--- config.mk ---
export PLATFORM = sky130hd
export DESIGN_NAME = freelist_top
export DESIGN_NICKNAME = d
export VERILOG_FILES = /design/src/hdl/freelist_pkg.sv /design/src/hdl/freelist_dealloc_decode.sv /design/src/hdl/freelist_free_vector.sv /design/src/hdl/freelist_alloc_stage.sv /design/src/hdl/freelist_top.sv
export VERILOG_INCLUDE_DIRS = /design/src /design/src/hdl
export SDC_FILE = /design/constraint.sdc
export NUM_CORES = 1
export LEC_CHECK = 0
export BUFFER_PORTS_ARGS = -buffer_cell sky130_fd_sc_hd__clkbuf_2
export CAP_MARGIN = 5
export CORE_UTILIZATION = 50
export CTS_CLUSTER_SIZE = 14
export DETAILED_ROUTE_END_ITERATION = 6
export HOLD_SLACK_MARGIN = 0.12
export PLACE_DENSITY_LB_ADDON = 0.05
export SLEW_MARGIN = 25
export SYNTH_ARGS = -nofsm -noshare
export SYNTH_HDL_FRONTEND = slang
export SYNTH_SLANG_ARGS = --single-unit
export TNS_END_PERCENT = 30
--- constraint.sdc ---
create_clock -name clk -period 4.4 [get_ports clk]
set_input_delay 0.22 -clock clk [delete_from_list [all_inputs] [get_ports clk]]
set_output_delay 0.22 -clock clk [all_outputs]
set_load 0.01 [all_outputs]
--- src/hdl/freelist_params.svh ---
// Size macros for the free list manager, included by the package, every RTL file and the testbench
`ifndef FREELIST_PARAMS_SVH
`define FREELIST_PARAMS_SVH

// Number of entry IDs in the pool
`define FL_NUM_ENTRIES 8
// Allocation symbols offered per cycle on the multi-transfer port
`define FL_NUM_ALLOC 2
// Independent deallocation ports, each a single-cycle strobe
`define FL_NUM_DEALLOC 2
// Width of one entry ID
`define FL_ENTRY_ID_W 3
// Width of a count from 0 to FL_NUM_ALLOC
`define FL_ALLOC_COUNT_W 2
// Width of a count from 0 to FL_NUM_DEALLOC
`define FL_DEALLOC_COUNT_W 2
// Entries held by the user out of reset, entries 0 and 1
`define FL_PREALLOC 8'h03
// Cycles from a deallocation strobe to its report on dealloc_count
// Kept equal to the cut-through latency so credits never run ahead of the pool
`define FL_DEALLOC_COUNT_DELAY 2

`endif

--- src/hdl/freelist_pkg.sv ---
// Shared types of the free list manager, referenced by scoped name from the RTL and testbench
`include "freelist_params.svh"

package freelist_pkg;

  // One entry ID in binary
  typedef logic [`FL_ENTRY_ID_W-1:0] entry_id_t;

  // One bit per pool entry, bit i stands for entry i
  typedef logic [`FL_NUM_ENTRIES-1:0] entry_vec_t;

  // Number of allocation symbols offered or taken in one cycle
  typedef logic [`FL_ALLOC_COUNT_W-1:0] alloc_count_t;

  // Number of deallocations seen in one cycle
  typedef logic [`FL_DEALLOC_COUNT_W-1:0] dealloc_count_t;

  // All allocation symbols of one cycle, symbol 0 in the low bits
  typedef entry_id_t [`FL_NUM_ALLOC-1:0] alloc_ids_t;

  // All deallocation port IDs of one cycle, port 0 in the low bits
  typedef entry_id_t [`FL_NUM_DEALLOC-1:0] dealloc_ids_t;

endpackage

--- src/hdl/freelist_dealloc_decode.sv ---
// Deallocation decode, turning the strobed return ports into a set-vector and a delayed count
`timescale 1ns/10ps
`include "freelist_params.svh"

module freelist_dealloc_decode (
  input  logic                         clk,
  input  logic                         rst_n,
  input  logic [`FL_NUM_DEALLOC-1:0]   dealloc_valid,
  input  freelist_pkg::dealloc_ids_t   dealloc_ids,
  output freelist_pkg::entry_vec_t     returned_vec,
  output freelist_pkg::dealloc_count_t dealloc_count
);

  // Number of valid strobes in the current cycle
  freelist_pkg::dealloc_count_t count_now;

  // Delay line for the return count, stage 0 is the youngest
  freelist_pkg::dealloc_count_t count_pipe [`FL_DEALLOC_COUNT_DELAY];

  // Each valid port contributes the one-hot of its ID
  // The user never returns one ID on two ports, so OR is exact
  always_comb begin
    returned_vec = '0;
    for (int i = 0; i < `FL_NUM_DEALLOC; i++) begin
      if (dealloc_valid[i]) begin
        returned_vec[dealloc_ids[i]] = 1'b1;
      end
    end
  end

  // Population count of the valid strobes
  always_comb begin
    count_now = '0;
    for (int i = 0; i < `FL_NUM_DEALLOC; i++) begin
      count_now = count_now + freelist_pkg::dealloc_count_t'(dealloc_valid[i]);
    end
  end

  // The count lands on the output exactly FL_DEALLOC_COUNT_DELAY cycles later
  // Every stage clears on reset so no stale count is reported
  always_ff @(posedge clk) begin
    if (!rst_n) begin
      for (int i = 0; i < `FL_DEALLOC_COUNT_DELAY; i++) begin
        count_pipe[i] <= '0;
      end
    end else begin
      count_pipe[0] <= count_now;
      for (int i = 1; i < `FL_DEALLOC_COUNT_DELAY; i++) begin
        count_pipe[i] <= count_pipe[i-1];
      end
    end
  end

  // Oldest stage is the reported count, zero in cycles without a matching strobe
  assign dealloc_count = count_pipe[`FL_DEALLOC_COUNT_DELAY-1];

endmodule

--- src/hdl/freelist_free_vector.sv ---
// Free entry register with lowest-first selection, feeding free IDs into the staging buffer
`timescale 1ns/10ps
`include "freelist_params.svh"

module freelist_free_vector (
  input  logic                       clk,
  input  logic                       rst_n,
  input  freelist_pkg::entry_vec_t   returned_vec,
  input  freelist_pkg::alloc_count_t push_receivable,
  output freelist_pkg::alloc_ids_t   push_ids,
  output freelist_pkg::alloc_count_t push_sendable
);

  // Entries that are free and not yet sitting in the staging buffer
  freelist_pkg::entry_vec_t free_q;
  freelist_pkg::entry_vec_t free_next;

  // Lowest free entry, as one-hot and binary
  freelist_pkg::entry_vec_t first_onehot;
  freelist_pkg::entry_id_t  first_id;
  logic                     first_valid;

  // Second-lowest free entry, as one-hot and binary
  freelist_pkg::entry_vec_t second_onehot;
  freelist_pkg::entry_id_t  second_id;
  logic                     second_valid;

  // Entries taken by the staging buffer at the coming edge
  freelist_pkg::entry_vec_t clear_vec;

  // Two-result priority selection over the free register
  // Scanning upward, the first set bit wins result 0 and the next one result 1
  always_comb begin
    first_onehot  = '0;
    first_id      = '0;
    first_valid   = 1'b0;
    second_onehot = '0;
    second_id     = '0;
    second_valid  = 1'b0;
    for (int i = 0; i < `FL_NUM_ENTRIES; i++) begin
      if (free_q[i]) begin
        if (!first_valid) begin
          first_valid     = 1'b1;
          first_onehot[i] = 1'b1;
          first_id        = freelist_pkg::entry_id_t'(i);
        end else if (!second_valid) begin
          second_valid     = 1'b1;
          second_onehot[i] = 1'b1;
          second_id        = freelist_pkg::entry_id_t'(i);
        end
      end
    end
  end

  // Symbol 0 carries the lowest entry, symbol 1 the next one
  assign push_ids[0] = first_id;
  assign push_ids[1] = second_id;

  // A second result implies a first, so the count is a plain sum capped at two
  assign push_sendable = freelist_pkg::alloc_count_t'(first_valid)
                       + freelist_pkg::alloc_count_t'(second_valid);

  // Only the symbols below push_receivable leave the register
  // An invalid result has an all-zero one-hot and clears nothing
  always_comb begin
    clear_vec = '0;
    if (push_receivable > 2'd0) begin
      clear_vec = clear_vec | first_onehot;
    end
    if (push_receivable > 2'd1) begin
      clear_vec = clear_vec | second_onehot;
    end
  end

  // Returned entries come back in, staged ones drop out
  // A returned entry is held by the user, so it is never among the cleared ones
  assign free_next = (free_q | returned_vec) & ~clear_vec;

  // Out of reset every entry except the preallocated ones is free
  always_ff @(posedge clk) begin
    if (!rst_n) begin
      free_q <= ~`FL_PREALLOC;
    end else begin
      free_q <= free_next;
    end
  end

endmodule

--- src/hdl/freelist_alloc_stage.sv ---
// Registered two-slot staging buffer that offers entry IDs on the multi-transfer allocation port
`timescale 1ns/10ps
`include "freelist_params.svh"

module freelist_alloc_stage (
  input  logic                       clk,
  input  logic                       rst_n,
  input  freelist_pkg::alloc_ids_t   push_ids,
  input  freelist_pkg::alloc_count_t push_sendable,
  output freelist_pkg::alloc_count_t push_receivable,
  input  freelist_pkg::alloc_count_t alloc_receivable,
  output freelist_pkg::alloc_count_t alloc_sendable,
  output freelist_pkg::alloc_ids_t   alloc_ids
);

  // Staged IDs, slot 0 is always the oldest and is offered on symbol 0
  freelist_pkg::alloc_ids_t   slot_q;
  freelist_pkg::alloc_ids_t   slot_next;

  // Number of valid slots, counted from slot 0 upward
  freelist_pkg::alloc_count_t occ_q;
  freelist_pkg::alloc_count_t occ_next;

  // Symbols the user takes this cycle
  freelist_pkg::alloc_count_t pop_count;

  // Slots still holding an ID once the pop is done
  freelist_pkg::alloc_count_t remain;

  // New IDs accepted from the free vector this cycle
  freelist_pkg::alloc_count_t push_count;

  // The user takes the smaller of what is offered and what it can receive
  assign pop_count = (alloc_receivable < occ_q) ? alloc_receivable : occ_q;
  assign remain    = occ_q - pop_count;

  // Free slots after the pop are offered back to the free vector
  assign push_receivable = freelist_pkg::alloc_count_t'(`FL_NUM_ALLOC) - remain;

  // Push transfers follow the same min rule as the outside port
  assign push_count = (push_sendable < push_receivable) ? push_sendable : push_receivable;

  // Survivors shift down by the pop count, pushes fill in right above them
  // With nothing popped and nothing pushed every slot keeps its value
  always_comb begin
    slot_next = slot_q;
    for (int i = 0; i < `FL_NUM_ALLOC; i++) begin
      if (i < int'(remain)) begin
        // Survivor i comes from slot i + pop_count, which is below occ_q
        slot_next[i] = slot_q[i + int'(pop_count)];
      end else if ((i - int'(remain)) < int'(push_count)) begin
        slot_next[i] = push_ids[i - int'(remain)];
      end
    end
  end

  // Occupancy never exceeds FL_NUM_ALLOC since push_count is bounded by free slots
  assign occ_next = remain + push_count;

  // The occupancy count is control state and clears on reset
  always_ff @(posedge clk) begin
    if (!rst_n) begin
      occ_q <= '0;
    end else begin
      occ_q <= occ_next;
    end
  end

  // Slot contents are only meaningful below occ_q
  always_ff @(posedge clk) begin
    slot_q <= slot_next;
  end

  // Outputs come straight from registers
  assign alloc_sendable = occ_q;
  assign alloc_ids      = slot_q;

endmodule

--- src/hdl/freelist_top.sv ---
// Top level of the free list manager, connecting decode, free vector and staging to the ports
`timescale 1ns/10ps
`include "freelist_params.svh"

module freelist_top (
  input  logic                         clk,
  input  logic                         rst_n,
  // Allocation port, min of sendable and receivable symbols transfer each cycle
  input  freelist_pkg::alloc_count_t   alloc_receivable,
  output freelist_pkg::alloc_count_t   alloc_sendable,
  output freelist_pkg::alloc_ids_t     alloc_ids,
  // Deallocation ports, single-cycle strobes without back-pressure
  input  logic [`FL_NUM_DEALLOC-1:0]   dealloc_valid,
  input  freelist_pkg::dealloc_ids_t   dealloc_ids,
  // Number of entries returned, reported FL_DEALLOC_COUNT_DELAY cycles later
  output freelist_pkg::dealloc_count_t dealloc_count
);

  // Entries handed back by the user this cycle
  freelist_pkg::entry_vec_t   returned_vec;

  // Push side between the free vector and the staging buffer
  freelist_pkg::alloc_ids_t   push_ids;
  freelist_pkg::alloc_count_t push_sendable;
  freelist_pkg::alloc_count_t push_receivable;

  // Decode stage turns return strobes into set bits and a delayed count
  freelist_dealloc_decode i_dealloc_decode (
    .clk           (clk),
    .rst_n         (rst_n),
    .dealloc_valid (dealloc_valid),
    .dealloc_ids   (dealloc_ids),
    .returned_vec  (returned_vec),
    .dealloc_count (dealloc_count)
  );

  // Execute stage keeps the free register and picks the lowest entries
  freelist_free_vector i_free_vector (
    .clk             (clk),
    .rst_n           (rst_n),
    .returned_vec    (returned_vec),
    .push_receivable (push_receivable),
    .push_ids        (push_ids),
    .push_sendable   (push_sendable)
  );

  // Result stage registers the picked IDs and offers them to the user
  freelist_alloc_stage i_alloc_stage (
    .clk              (clk),
    .rst_n            (rst_n),
    .push_ids         (push_ids),
    .push_sendable    (push_sendable),
    .push_receivable  (push_receivable),
    .alloc_receivable (alloc_receivable),
    .alloc_sendable   (alloc_sendable),
    .alloc_ids        (alloc_ids)
  );

endmodule

==> out/summary.txt <==
Worst hold path class: in2reg
Required @ worst endpoint: 4380 ps
Synth Warn #: 0
Top_reg_cell synth: dfxtp_1
Die width: 61.5 um
Lkg Pwr: 0.835 nW
Final period utilization: 87.6%
Xor and xnor fraction of the mapped netlist area: 2.48%
Synth-to-Final Area Change: 8.27%
Vias in the first global route: 1440
Die area: 0.00378 mm2
WHS Path Cells: 2
Largest net degree at the start of global routing: 21
Synth Area in Compound Gates: 25.2%
Cells on worst reg2reg path: 16
Layout cell share with drive strength beyond 1: 12.8%
Ranking of synthesized cells by area: dfxtp_1, ha_1, edfxtp_1, nand2_1, nor2_1
Post-synthesis adder-cell area fraction: 12.7%
Crit. Startpoint: i_free_vector.free_q[0]
Clk sinks: 20
RSZ-0062 raised after global routing: false
Fin cells: 281
Max Freq: 260 MHz
Async set-reset flop share out of synthesis: 0%
Critical path capture point type: register
CP Data Arrival Time: 3830 ps
Routability cong.: 0.889
Core box area: 0.00336 mm2
Crit path max fanout: 15
Status: finished, final reports clean
Total power per unit cell area: 748 mW/mm2
Post-synth net total: 253
Grt ovf: 0
Startpoint types: register
Worst-path clk slew: 120 ps
Fin nets: 266
Diode count: 0
Vias: 1620
DP Wirelength: 2.98 mm
Max_cap viols: 0
Worst-Skew Late Latency: 310 ps
Synth area leader: dfxtp_1
Register area share after synthesis: 26.0%
Clock Path Buffers: 2
Final hold viol count: 0
Synth top area share: 15.8%
EDFF count, synth: 6
CTS buffer count: 3
Row count: 21
DRT Pass-1 Iters: 4
Register-to-register setup slack: 550 ps
Cell breakdown of the critical path: inv_1 -> ha_1 -> or3b_1 -> a2111oi_1 -> nor2_1 -> nand2_1 -> nand2_1 -> ha_1 -> ha_1 -> nand2b_1 -> a21oi_1 -> ha_1 -> inv_1 -> a21oi_1 -> nand2_1 -> o21ai_0
Post-synthesis simple-gate area fraction: 22.1%
Setup crit end: i_alloc_stage.alloc_ids[0]
Via density: 5.77
Final min period: 3850 ps
Worst slack, placed: 570 ps
Final setup TNS: 0 ps
Post-route ant nets: 0
DRC viols: 0
Hold-fix buffers, CTS: 0
Total power: 0.00143 W
Height of the die: 61.5 um
CP max stage delay: 500 ps
Post-synth cell types: 48
Actual slew at the worst max-slew pin: 723 ps
Synthesis-stage register bit count: 20
First-pass GRT wire length: 6.52 mm
Slowest stage cell, crit path: or3b_1
Reg2reg end: i_alloc_stage.alloc_ids[0]
Top Ports: 22
Placed insts: 277
Clk root buf: clkbuf_4
Slew HR: 51.7%
H-tree Lvls: 1
1st-iter DRT viols: 87
Main combinational cell family by area after synthesis: compound AO/OA/AOI/OAI gates
Mux cell area share after synthesis: 2.97%
WL per Instance: 13.8 um
Tot GR Track Use: 22.9%
Final setup violation count: 0
Syn Area/Cell: 7.93 um2
Netlist area before placement: 0.00177 mm2
R2r startpoint: i_free_vector.free_q[0]
CP most frequent cell: ha_1
Number of I/O port buffers: 21
Cell count after synthesis: 223
CTS tree: yes
Starting density of the core: 52.6%
Worst IR drop on VDD: 0.000339 V
Crit Path Class: reg2reg
Initial antenna violation count: 0
Slew Viols, Final: 0
Setup WS post-layout: 547 ps
Clock skew: 1.22 ps
Filler cell count: 341
Post-Route WL: 3.88 mm
## synth_stat cells, drive strengths merged (3+ instances only)
library cell  instances
buf                  11
nor3b                 5
dfxtp                14
and2                  5
xor2                  3
inv                  19
nand3                 3
clkbuf                4
a31oi                 5
edfxtp                6
o211ai                6
nor3                  5
nor2                 20
nand2                21
nor2b                 5
nand4                 3
o21ai                 7
o221ai                3
ha                   18
mux2i                 3
a211oi                3
nand2b                9
a21oi                13
## cells by family after synthesis
family / after synthesis
compound gates: 62
fa+ha+maj: 18
xor+xnor: 5
mux: 5
buf+inv: 34
simple gates: 79
flops: 20
## sequential cells by signal, indices dropped and copies added (netlist names)
| name | flops |
|---|---|
| i_free_vector.free_q | 8 |
| i_alloc_stage.alloc_ids | 6 |
| i_dealloc_decode.count_pipe | 4 |
| i_alloc_stage.alloc_sendable | 2 |
## worst max-delay path, delay by kind of cell, from the launching register on
kind            cells  cell delay (ps)
fa+ha+maj           4             1100
simple gates        6              970
buf+inv             2              120
flops               1              360
compound gates      4              980
## metal layers
layer	share of wire, %	GRT usage (%)
met2	48	37.8
met5	0	0
met1	48	31.8
met4	0.36	6.03
met3	4.0	2.52
## area by class of cell
cell class | count | area (um2) | area share (%)
Inverter | 19 | 71.3 | 3.72
Sequential cell | 20 | 460 | 24.0
Timing Repair Buffer | 23 | 120 | 6.27
Clock buffer | 4 | 47.5 | 2.48
Multi-Input combinational cell | 169 | 1160 | 60.5
Tap cell | 46 | 57.6 | 3.00
## cell usage in the layout (no fill, tap or decap), types with 6 or more instances in the layout
| cell | count |
|---|---|
| a21oi_1 | 13 |
| clkbuf_2 | 21 |
| dfxtp_1 | 14 |
| edfxtp_1 | 6 |
| ha_1 | 18 |
| inv_1 | 19 |
| nand2_1 | 21 |
| nand2b_1 | 9 |
| nor2_1 | 20 |
| o211ai_1 | 6 |
| o21ai_0 | 7 |
## worst min path at each step
| stage | startpoint | endpoint |
|---|---|---|
| after floorplan | rst_n | i_dealloc_decode.count_pipe[0][0] |
| after global placement | i_dealloc_decode.count_pipe[0][1] | i_dealloc_decode.count_pipe[0][3] |
| after detailed placement | i_dealloc_decode.count_pipe[0][1] | i_dealloc_decode.count_pipe[0][3] |
| after CTS | rst_n | i_free_vector.free_q[4] |
| after global routing | rst_n | i_free_vector.free_q[4] |
| final | rst_n | i_free_vector.free_q[4] |
## through the flow
step	util [%]	hold WS, ps	instance area, um2
finish	57.0	205	1920
global route	57.0	239	1920
CTS	56.9	200	1910
detailed placement	55.5	419	1870
global placement	55.5	414	1870
floorplan	-	342	1770
## power breakdown
part / total, W / switching, W / leakage [nW] / internal, W
registers: 0.000399 / 0.000107 / 0.174 / 0.000292
clock network: 0.000132 / 0.0000626 / 0.0261 / 0.0000694
logic: 0.000901 / 0.000523 / 0.634 / 0.000378
total: 0.00143 / 0.000692 / 0.835 / 0.000740
## timing repair
action,in CTS,in global routing
setup endpoints to repair,0,3
buffers inserted,0,0
gates resized for setup,0,1
(Power assumes the default switching activity.)
